===== src/exec_settings.svh =====
`ifndef EXEC_SETTINGS_SVH
`define EXEC_SETTINGS_SVH

`define EXEC_WORD_BITS 32  // Datapath word width

`define OPCODE_HI     24   // Data-processing opcode field
`define OPCODE_LO     21
`define SBIT          20   // Set flags
`define IBIT          25   // Immediate second operand
`define UBIT          23   // Load/store offset direction
`define REGSHIFT_BIT  4    // Shift amount held in rs
`define CLASS_HI      27   // Major instruction class
`define CLASS_LO      26

`endif


===== src/execTypes_pkg.sv =====
package execTypes_pkg;

  // How the second operand is formed
  typedef enum logic [1:0] {
    opImm      = 2'b00,  // Rotated 8-bit immediate
    opRegImm   = 2'b01,  // rm shifted by instruction amount
    opRegReg   = 2'b10,  // rm shifted by rs
    opMemShift = 2'b11   // Load/store with shifted rm offset
  } operandClass;

  // Data-processing opcodes, same order as the instruction field
  typedef enum logic [3:0] {
    AND = 4'h0,
    EOR = 4'h1,
    SUB = 4'h2,
    RSB = 4'h3,
    ADD = 4'h4,
    ADC = 4'h5,
    SBC = 4'h6,
    RSC = 4'h7,
    TST = 4'h8,  // Flags only from here to CMN
    TEQ = 4'h9,
    CMP = 4'hA,
    CMN = 4'hB,
    ORR = 4'hC,
    MOV = 4'hD,
    BIC = 4'hE,
    MVN = 4'hF
  } aluOp;

endpackage


===== src/instrDecode.sv =====
`include "exec_settings.svh"

module instrDecode import execTypes_pkg::*; (
  input  logic [`EXEC_WORD_BITS-1:0] instr,
  input  logic [`EXEC_WORD_BITS-1:0] rmVal,
  input  logic [`EXEC_WORD_BITS-1:0] rsVal,
  output operandClass                opClass,
  output aluOp                       op,
  output logic                       setFlags,
  output logic                       isMem,
  output logic                       up,
  output logic [`EXEC_WORD_BITS-1:0] a,
  output logic [`EXEC_WORD_BITS-1:0] b,
  output logic                       isRtype,
  output logic                       isRSRtype,
  output logic                       isMemShift,
  output logic                       ZeroRotate,
  output logic [1:0]                 shiftOpCode_E
);

  logic [3:0]                   rotField;
  logic [7:0]                   imm8;
  logic [2*`EXEC_WORD_BITS-1:0] immWide;
  logic [`EXEC_WORD_BITS-1:0]   rotImm;

  assign rotField = instr[11:8];
  assign imm8     = instr[7:0];

  // Rotate right by twice the field, done on a doubled copy
  assign immWide = {{(`EXEC_WORD_BITS-8){1'b0}}, imm8,
                    {(`EXEC_WORD_BITS-8){1'b0}}, imm8} >> {rotField, 1'b0};
  assign rotImm  = immWide[`EXEC_WORD_BITS-1:0];

  always_comb begin
    if (instr[`CLASS_HI:`CLASS_LO] == 2'b01) begin
      opClass = opMemShift;  // Single data transfer
    end else if (instr[`IBIT]) begin
      opClass = opImm;
    end else if (instr[`REGSHIFT_BIT]) begin
      opClass = opRegReg;
    end else begin
      opClass = opRegImm;
    end
  end

  assign isMem    = (opClass == opMemShift);
  assign up       = instr[`UBIT];
  assign setFlags = instr[`SBIT];

  // Address arithmetic picks its direction from U
  always_comb begin
    if (isMem) begin
      op = up ? ADD : SUB;
    end else begin
      op = aluOp'(instr[`OPCODE_HI:`OPCODE_LO]);
    end
  end

  assign isRtype       = (opClass == opRegImm);
  assign isRSRtype     = (opClass == opRegReg);
  assign isMemShift    = isMem;
  assign ZeroRotate    = (rotField == 4'd0);
  assign shiftOpCode_E = instr[6:5];

  // Shifter sees the instruction word unless the amount lives in rs
  assign a = isRSRtype ? rsVal : instr;
  assign b = (opClass == opImm) ? rotImm : rmVal;

endmodule


===== src/shifter.sv =====
`include "exec_settings.svh"

module shifter (
  input  logic [`EXEC_WORD_BITS-1:0] a,
  input  logic [`EXEC_WORD_BITS-1:0] b,
  input  logic                       isRtype,
  input  logic                       isRSRtype,
  input  logic                       isMemShift,
  input  logic                       ZeroRotate,
  input  logic                       prevCarry,
  input  logic [1:0]                 shiftOpCode_E,
  output logic [`EXEC_WORD_BITS-1:0] shiftBE,
  output logic                       shifterCarryOutE
);

  logic                         immForm;  // Amount and type from the instruction
  logic [1:0]                   shType;
  logic [4:0]                   immAmt;
  logic [7:0]                   shAmt;
  logic [`EXEC_WORD_BITS:0]     lslWide;
  logic [`EXEC_WORD_BITS:0]     lsrWide;
  logic [`EXEC_WORD_BITS:0]     asrWide;
  logic [2*`EXEC_WORD_BITS-1:0] rorWide;
  logic [`EXEC_WORD_BITS-1:0]   coreVal;
  logic                         coreCarry;

  assign immForm = isRtype | isMemShift;
  assign immAmt  = a[11:7];
  assign shType  = immForm ? a[6:5] : shiftOpCode_E;

  // Immediate LSR #0 and ASR #0 stand for a shift by 32
  always_comb begin
    if (!immForm) begin
      shAmt = a[7:0];  // Bottom byte of rs
    end else if (immAmt == 5'd0 && (shType == 2'b01 || shType == 2'b10)) begin
      shAmt = 8'd32;
    end else begin
      shAmt = {3'b000, immAmt};
    end
  end

  // The spare bit on each wide value holds the last bit shifted out.
  // Amounts of 32 and above then fall out of the plain shift operators.
  assign lslWide = {1'b0, b} << shAmt;
  assign lsrWide = {b, 1'b0} >> shAmt;
  assign asrWide = $signed({b, 1'b0}) >>> shAmt;
  assign rorWide = {b, b} >> shAmt[4:0];

  always_comb begin
    coreVal   = b;          // Amount zero keeps rm
    coreCarry = prevCarry;  // and the old carry
    case (shType)
      2'b00: begin  // LSL
        if (shAmt != 8'd0) begin
          coreVal   = lslWide[`EXEC_WORD_BITS-1:0];
          coreCarry = lslWide[`EXEC_WORD_BITS];
        end
      end
      2'b01: begin  // LSR
        if (shAmt != 8'd0) begin
          coreVal   = lsrWide[`EXEC_WORD_BITS:1];
          coreCarry = lsrWide[0];
        end
      end
      2'b10: begin  // ASR, saturates to the sign
        if (shAmt != 8'd0) begin
          coreVal   = asrWide[`EXEC_WORD_BITS:1];
          coreCarry = asrWide[0];
        end
      end
      default: begin
        if (immForm && shAmt == 8'd0) begin  // RRX through the carry
          coreVal   = {prevCarry, b[`EXEC_WORD_BITS-1:1]};
          coreCarry = b[0];
        end else if (shAmt != 8'd0) begin
          // Multiples of 32 leave rm unrotated, carry from bit 31
          coreVal   = rorWide[`EXEC_WORD_BITS-1:0];
          coreCarry = rorWide[`EXEC_WORD_BITS-1];
        end
      end
    endcase
  end

  always_comb begin
    if (isMemShift) begin
      shiftBE          = coreVal;
      shifterCarryOutE = 1'b0;  // Address offset, carry unused
    end else if (isRtype | isRSRtype) begin
      shiftBE          = coreVal;
      shifterCarryOutE = coreCarry;
    end else begin
      // Rotated immediate arrives already formed
      shiftBE          = b;
      shifterCarryOutE = ZeroRotate ? prevCarry : b[`EXEC_WORD_BITS-1];
    end
  end

endmodule


===== src/alu.sv =====
`include "exec_settings.svh"

module alu import execTypes_pkg::*; (
  input  logic [`EXEC_WORD_BITS-1:0] rn,
  input  logic [`EXEC_WORD_BITS-1:0] operand,
  input  logic                       shiftCarry,
  input  logic                       carryIn,
  input  logic                       overflowIn,
  input  aluOp                       op,
  input  logic                       isMem,
  output logic [`EXEC_WORD_BITS-1:0] aluResult,
  output logic [3:0]                 nzcvNext,
  output logic                       writesReg
);

  logic [`EXEC_WORD_BITS-1:0] addA;
  logic [`EXEC_WORD_BITS-1:0] addB;
  logic                       addCin;
  logic [`EXEC_WORD_BITS:0]   sum;
  logic                       sumOverflow;
  logic                       isArith;
  logic                       isCompare;

  // Operand order, inversion and carry for the single adder
  always_comb begin
    addA   = rn;
    addB   = operand;
    addCin = 1'b0;
    case (op)
      SUB, CMP: begin
        addB   = ~operand;
        addCin = 1'b1;
      end
      RSB: begin
        addA   = operand;
        addB   = ~rn;
        addCin = 1'b1;
      end
      ADC:     addCin = carryIn;
      SBC: begin
        addB   = ~operand;
        addCin = carryIn;
      end
      RSC: begin
        addA   = operand;
        addB   = ~rn;
        addCin = carryIn;
      end
      default: addCin = 1'b0;  // ADD, CMN and the logical ops
    endcase
  end

  assign sum = {1'b0, addA} + {1'b0, addB} + {{`EXEC_WORD_BITS{1'b0}}, addCin};
  // Like-signed inputs with an unlike-signed sum
  assign sumOverflow = (addA[`EXEC_WORD_BITS-1] == addB[`EXEC_WORD_BITS-1]) &&
                       (sum[`EXEC_WORD_BITS-1] != addA[`EXEC_WORD_BITS-1]);

  assign isArith   = (op inside {SUB, RSB, ADD, ADC, SBC, RSC, CMP, CMN});
  assign isCompare = (op inside {TST, TEQ, CMP, CMN});

  always_comb begin
    case (op)
      AND, TST: aluResult = rn & operand;
      EOR, TEQ: aluResult = rn ^ operand;
      ORR:      aluResult = rn | operand;
      MOV:      aluResult = operand;
      BIC:      aluResult = rn & ~operand;
      MVN:      aluResult = ~operand;
      default:  aluResult = sum[`EXEC_WORD_BITS-1:0];
    endcase
  end

  // Logical ops take C from the shifter and leave V alone
  assign nzcvNext = {aluResult[`EXEC_WORD_BITS-1],
                     aluResult == '0,
                     isArith ? sum[`EXEC_WORD_BITS] : shiftCarry,
                     isArith ? sumOverflow : overflowIn};

  assign writesReg = isMem | ~isCompare;  // Address always goes back

endmodule


===== src/execCtrl.sv =====
`include "exec_settings.svh"

module execCtrl import execTypes_pkg::*; (
  input  logic                       clk,
  input  logic                       isLDRSTR_shift,
  input  logic                       opReq,
  input  logic [`EXEC_WORD_BITS-1:0] aluResult,
  input  logic [3:0]                 nzcvNext,
  input  logic                       writesReg,
  input  logic                       setFlags,
  input  logic                       isMem,
  input  aluOp                       op,
  output logic                       opAck,
  output logic [`EXEC_WORD_BITS-1:0] result,
  output logic                       resWrite,
  output logic [3:0]                 flags
);

  typedef enum logic {
    ctrlIdle,
    ctrlAck
  } ctrlState;

  ctrlState state;
  ctrlState stateNext;
  logic     accept;
  logic     isCompare;
  logic     loadFlags;

  assign accept    = (state == ctrlIdle) && opReq;
  assign isCompare = (op inside {TST, TEQ, CMP, CMN});
  // Memory ops never touch NZCV, compares always do
  assign loadFlags = accept && !isMem && (setFlags || isCompare);

  always_comb begin
    stateNext = state;
    case (state)
      ctrlIdle: begin
        if (opReq) begin
          stateNext = ctrlAck;
        end
      end
      default: begin
        if (!opReq) begin
          stateNext = ctrlIdle;  // Requester has seen the ack
        end
      end
    endcase
  end

  always_ff @(posedge clk) begin
    if (isLDRSTR_shift) begin
      state <= ctrlIdle;
    end else begin
      state <= stateNext;
    end
  end

  // Held through back-pressure until the next acceptance
  always_ff @(posedge clk) begin
    if (isLDRSTR_shift) begin
      result   <= '0;
      resWrite <= 1'b0;
    end else if (accept) begin
      result   <= aluResult;
      resWrite <= writesReg;
    end
  end

  always_ff @(posedge clk) begin
    if (isLDRSTR_shift) begin
      flags <= 4'b0000;
    end else if (loadFlags) begin
      flags <= nzcvNext;
    end
  end

  assign opAck = (state == ctrlAck);

endmodule


===== src/execUnit.sv =====
`include "exec_settings.svh"

module execUnit import execTypes_pkg::*; (
  input  logic                       clk,
  input  logic                       isLDRSTR_shift,
  input  logic                       opReq,
  output logic                       opAck,
  input  logic [`EXEC_WORD_BITS-1:0] instr,
  input  logic [`EXEC_WORD_BITS-1:0] rnVal,
  input  logic [`EXEC_WORD_BITS-1:0] rmVal,
  input  logic [`EXEC_WORD_BITS-1:0] rsVal,
  output logic [`EXEC_WORD_BITS-1:0] result,
  output logic                       resWrite,
  output logic [3:0]                 flags
);

  aluOp                       opSel;
  logic                       setFlags;
  logic                       isMem;
  logic [`EXEC_WORD_BITS-1:0] shA;
  logic [`EXEC_WORD_BITS-1:0] shB;
  logic                       isRtype;
  logic                       isRSRtype;
  logic                       isMemShift;
  logic                       ZeroRotate;
  logic [1:0]                 shiftOpCode_E;
  logic [`EXEC_WORD_BITS-1:0] shiftBE;
  logic                       shifterCarryOutE;
  logic [`EXEC_WORD_BITS-1:0] aluResult;
  logic [3:0]                 nzcvNext;
  logic                       writesReg;

  // Class and U are already folded into the other decode outputs
  instrDecode decode0 (
    .instr(instr), .rmVal(rmVal), .rsVal(rsVal),
    .opClass(), .op(opSel), .setFlags(setFlags), .isMem(isMem), .up(),
    .a(shA), .b(shB), .isRtype(isRtype), .isRSRtype(isRSRtype),
    .isMemShift(isMemShift), .ZeroRotate(ZeroRotate), .shiftOpCode_E(shiftOpCode_E)
  );

  shifter shifter0 (
    .a(shA), .b(shB), .isRtype(isRtype), .isRSRtype(isRSRtype),
    .isMemShift(isMemShift), .ZeroRotate(ZeroRotate),
    .prevCarry(flags[1]),  // Current C
    .shiftOpCode_E(shiftOpCode_E),
    .shiftBE(shiftBE), .shifterCarryOutE(shifterCarryOutE)
  );

  alu alu0 (
    .rn(rnVal), .operand(shiftBE), .shiftCarry(shifterCarryOutE),
    .carryIn(flags[1]), .overflowIn(flags[0]), .op(opSel), .isMem(isMem),
    .aluResult(aluResult), .nzcvNext(nzcvNext), .writesReg(writesReg)
  );

  execCtrl ctrl0 (
    .clk(clk), .isLDRSTR_shift(isLDRSTR_shift), .opReq(opReq),
    .aluResult(aluResult), .nzcvNext(nzcvNext), .writesReg(writesReg),
    .setFlags(setFlags), .isMem(isMem), .op(opSel),
    .opAck(opAck), .result(result), .resWrite(resWrite), .flags(flags)
  );

endmodule


===== config.mk =====
export PLATFORM = sky130hd
export DESIGN_NAME = execUnit
export DESIGN_NICKNAME = d
export VERILOG_FILES = /design/src/execTypes_pkg.sv /design/src/instrDecode.sv /design/src/shifter.sv /design/src/alu.sv /design/src/execCtrl.sv /design/src/execUnit.sv
export VERILOG_INCLUDE_DIRS = /design/src
export SDC_FILE = /design/constraint.sdc
export NUM_CORES = 1
export LEC_CHECK = 0
export ABC_CLOCK_PERIOD_IN_PS = 9500
export BUFFER_PORTS_ARGS = -buffer_cell sky130_fd_sc_hd__buf_2
export CAP_MARGIN = 5
export CORE_AREA = 2 2 128 255
export DETAILED_ROUTE_END_ITERATION = 6
export DIE_AREA = 0 0 130 257
export PLACE_DENSITY = 0.78
export SLEW_MARGIN = 20
export SYNTH_ARGS = -nofsm -noshare
export SYNTH_HDL_FRONTEND = slang
export SYNTH_HIERARCHICAL = 1
export SYNTH_SLANG_ARGS = --single-unit

===== constraint.sdc =====
create_clock -name clk -period 9.5 [get_ports clk]
set_clock_uncertainty 0.15 [all_clocks]
set_input_delay 0.475 -clock clk [delete_from_list [all_inputs] [get_ports clk]]
set_output_delay 0.475 -clock clk [all_outputs]
set_load 0.03 [all_outputs]

==> results of run 1 <==
==> per-layer routing <==
metal  overflow  global-route usage (%)
met5          0                  0.6192
met4        171                   76.37
met3          1                   36.03
met2        370                   94.34
met1          2                   64.81
==> through the flow <==
stage / std cells / hold WS (ns) / setup WS, ns / util, %
after CTS: 3036 / 0.3033 / 0.5127 / 58.22
after detailed placement: 3028 / 0.2934 / 0.3046 / 57.69
after global placement: 3028 / 0.2904 / 0.4481 / 57.66
after floorplan: 2535 / 0.4300 / 1.111 / -
==> impl_results.md, run 1 <==
* Status: did not finish
* Failing step: 5_1_grt
* Run Error: [ERROR GRT-0116] Global routing finished with congestion. Check the congestion regions in the DRC Viewer.
* Die Wd at 130 µm
* H-tree depth at 2
* YS warnings at 6
* Global route overflow at 544
* Post-CTS repair timing setup buffer count at 0
* Initial core utilization at 53.62%
* Total track usage at 67.44%
* Row count at 92
* Vias in the first global route at 24293
* First-pass GRT wire length at 169.5 mm
* CTS max path bufs at 2
* Largest net degree at the start of global routing at 73
* HPWL after DPL at 79.45 mm
* Synthesized area at 16850 µm²
* Synth Area per Inst at 6.646 µm²
* GPL Wtd Cong at 1.393
* Mapped Nets at 2735
* Die height at 257 µm
* CTS Hold Bufs at 0
* Cts bufs inserted at 5
* Post-synthesis cell count at 2535
* CTS resizes at 0
* Area post-placement at 18130 µm²
* I/O Buffers at 136
* CTS root buf: clkbuf_16
* # IOs at 169
==> run 2, diff against run 1 <==
--- a/config.mk
+++ b/config.mk
@@ -9,10 +9,10 @@
 export ABC_CLOCK_PERIOD_IN_PS = 9500
 export BUFFER_PORTS_ARGS = -buffer_cell sky130_fd_sc_hd__buf_2
 export CAP_MARGIN = 5
-export CORE_AREA = 2 2 128 255
+export CORE_AREA = 2 2 210 212
 export DETAILED_ROUTE_END_ITERATION = 6
-export DIE_AREA = 0 0 130 257
-export PLACE_DENSITY = 0.78
+export DIE_AREA = 0 0 212 214
+export PLACE_DENSITY_LB_ADDON = 0.15
 export SLEW_MARGIN = 20
 export SYNTH_ARGS = -nofsm -noshare
 export SYNTH_HDL_FRONTEND = slang
==> impl_results.md, run 2 <==
* Sw frac at 62.07%
* Worst rel slew slack at 14.07%
* 1st-iter DRT viols at 3916
* Top Registers: ctrl0/result: 32 flops, ctrl0/flags: 4 flops
* Die ar. at 45370 µm²
* Hold Path Sink: ctrl0/opAck
* RSZ-0062 raised after global routing: false
* Post-synthesis cell count at 2535 (unchanged)
* Final period utilization at 97.50%
* R2R Path Start: ctrl0/flags[1]
* CP arrival at 9.34 ns
* Hold path cells at 2
* Initial antenna violation count at 3
* Post-DRT Antenna Nets at 0
* Final hold violations at 0
* Peak supply drop at 0.00009183 V
* Cts bufs inserted at 5 (unchanged)
* Clk_lat worst skew at 0.29 ns
* Synth Area per Inst at 6.646 µm² (unchanged)
* Fmax at 0.1080 GHz
* Vias in the first global route at 21200
* Crit-path leading delay family: compound AO/OA/AOI/OAI gates
* P_leak at 7.484 nW
* CP bufs+invs at 6
* Largest net degree at the start of global routing at 85
* GPL Wtd Cong at 1.172 (-16%)
* Comb power frac at 86.8%
* CTS tree: built
* Clock transition at path regs at 0.06 ns
* FILL cells at 4567
* CTS max path bufs at 2 (unchanged)
* Violations in the final reports: design-rule violations
* CTS root buf: clkbuf_16
* Reg2reg end: ctrl0/flags[2]
* Critical Path Slowest Stage Cell: a22oi_1
* YS warnings at 6 (unchanged)
* I/O Buffers at 136 (unchanged)
* Avg WL per Cell at 33.95 µm
* Die height at 214 µm (-17%)
* Commonest non-fill, non-tap cell in the layout: nand2_1
* Largest register FFs at 32
* Most frequent cells in the layout: nand2_1 (322), a21oi_1 (247), o21ai_0 (210), nor2_1 (181), buf_4 (178)
* Net Switching at 0.001736 W
* Slew Limit Fails at 0
* Final setup violation count at 0
* Worst-margin pin slew at 1.280 ns
* Drc violations at 6
* # IOs at 169 (unchanged)
* H-tree depth at 2 (unchanged)
* Final Non-Filler Cells at 3203
* Total internal power at 0.001061 W
* Crit Path Max Fanout at 20
* Initial core utilization at 39.29% (-14 points)
* Mapped Nets at 2735 (unchanged)
* Delay of the slowest critical-path stage at 0.72 ns
* Clock sink count at 38
* # nets final at 2819
* R2r setup slk at 3.94 ns
* Reg with most FFs: ctrl0/result
* Pwr dens at 150.6 nW/µm²
* Fraction of final layout cells sized beyond drive strength 1 at 18.91%
* Status: finished, violations left
* Hold_ws at 0.2861 ns
* Critical path launch point type: input pin
* Via count at 23147
* Die Wd at 212 µm (+63%)
* Crit path depth at 32
* Worst-case reg-to-reg path depth at 19
* CTS Hold Bufs at 0 (unchanged)
* WP data required at 9.58 ns
* Synthesized area at 16850 µm² (unchanged)
* Global route overflow at 0
* Worst Min Path Start: opReq
* Worst Hold Class: in2reg
* DRT Pass-1 Iters at 7
* HPWL after DPL at 84.48 mm (+6.3%)
* Total track usage at 46.48%
* Routed vias/inst at 7.227
* Core ar. at 42890 µm²
* Period minus WS final at 9.263 ns
* Clock share of power at 6.4%
* Row count at 76 (-17%)
* WL final at 108.7 mm
* WS Path Type: in2reg
* Setup TNS at 0 ns
* Critical Path Sink Type: register
* Share of power burned in registers at 6.8%
* Area grow syn2layout at 10.22%
* First-pass GRT wire length at 153.8 mm
* Antenna cells at 0
* Placed Instances at 3197 (+5.6%)
* Max-Cap Viols at 0
-- run 2: power by group through the flow --
stage	combinational, W	sequential (W)	clock [W]
after CTS	0.00229	0.000191	0.000183
after global placement	0.00226	0.000193	0
after detailed placement	0.00228	0.000194	0
final	0.00243	0.000191	0.000179
after global routing	0.00251	0.000193	0.000188
after floorplan	0.00143	0.000232	0
-- run 2: stage by stage --
step / power [W] / cell area, µm² / utilization (%) / worst slack (ns)
floorplan: 0.001662 / 16850 / - / 1.111
global placement: 0.002453 / 18390 / 42.88 / 0.3318
detailed placement: 0.002470 / 18390 / 42.89 / 0.1371
CTS: 0.002660 / 18530 / 43.21 / 0.4193
global route: 0.002892 / 18570 / 43.30 / 0.01201
finish: 0.002797 / 18570 / 43.30 / 0.2372
-- run 2: area by class of cell --
type	instances	area, µm²	share of cell area [%]
repair buffers	319	2108	11.35
multi-input cells	2159	14470	77.92
clock buffers	6	138.9	0.7479
flip-flops and latches	38	760.7	4.096
inverters	96	360.3	1.940
well taps	585	732.0	3.942
-- run 2: per-layer routing --
layer	track usage, %	part of all wire (%)	routed length, µm
met3	14.43	14	15560
met2	66.78	40	43730
met1	59.86	37	40330
met4	29.27	8.3	9044
met5	0	0.061	66
-- run 2: what timing repair did --
item | 4_1_cts | 5_1_grt
setup buffers | 0 | 0
gates resized for setup | 0 | 7
endpoints found under the setup margin | 0 | 1
-- run 2: how the worst max path moves through the flow --
stage                     endpoint      start  slack, ns
floorplan           ctrl0/flags[2]  instr[27]       1.11
global placement    ctrl0/flags[2]  instr[27]       0.33
detailed placement  ctrl0/flags[2]  instr[27]       0.14
CTS                 ctrl0/flags[2]  instr[27]       0.42
global route        ctrl0/flags[2]  instr[27]       0.01
finish              ctrl0/flags[2]  instr[27]       0.24
Note: power is estimated with default switching activity, not from simulation.
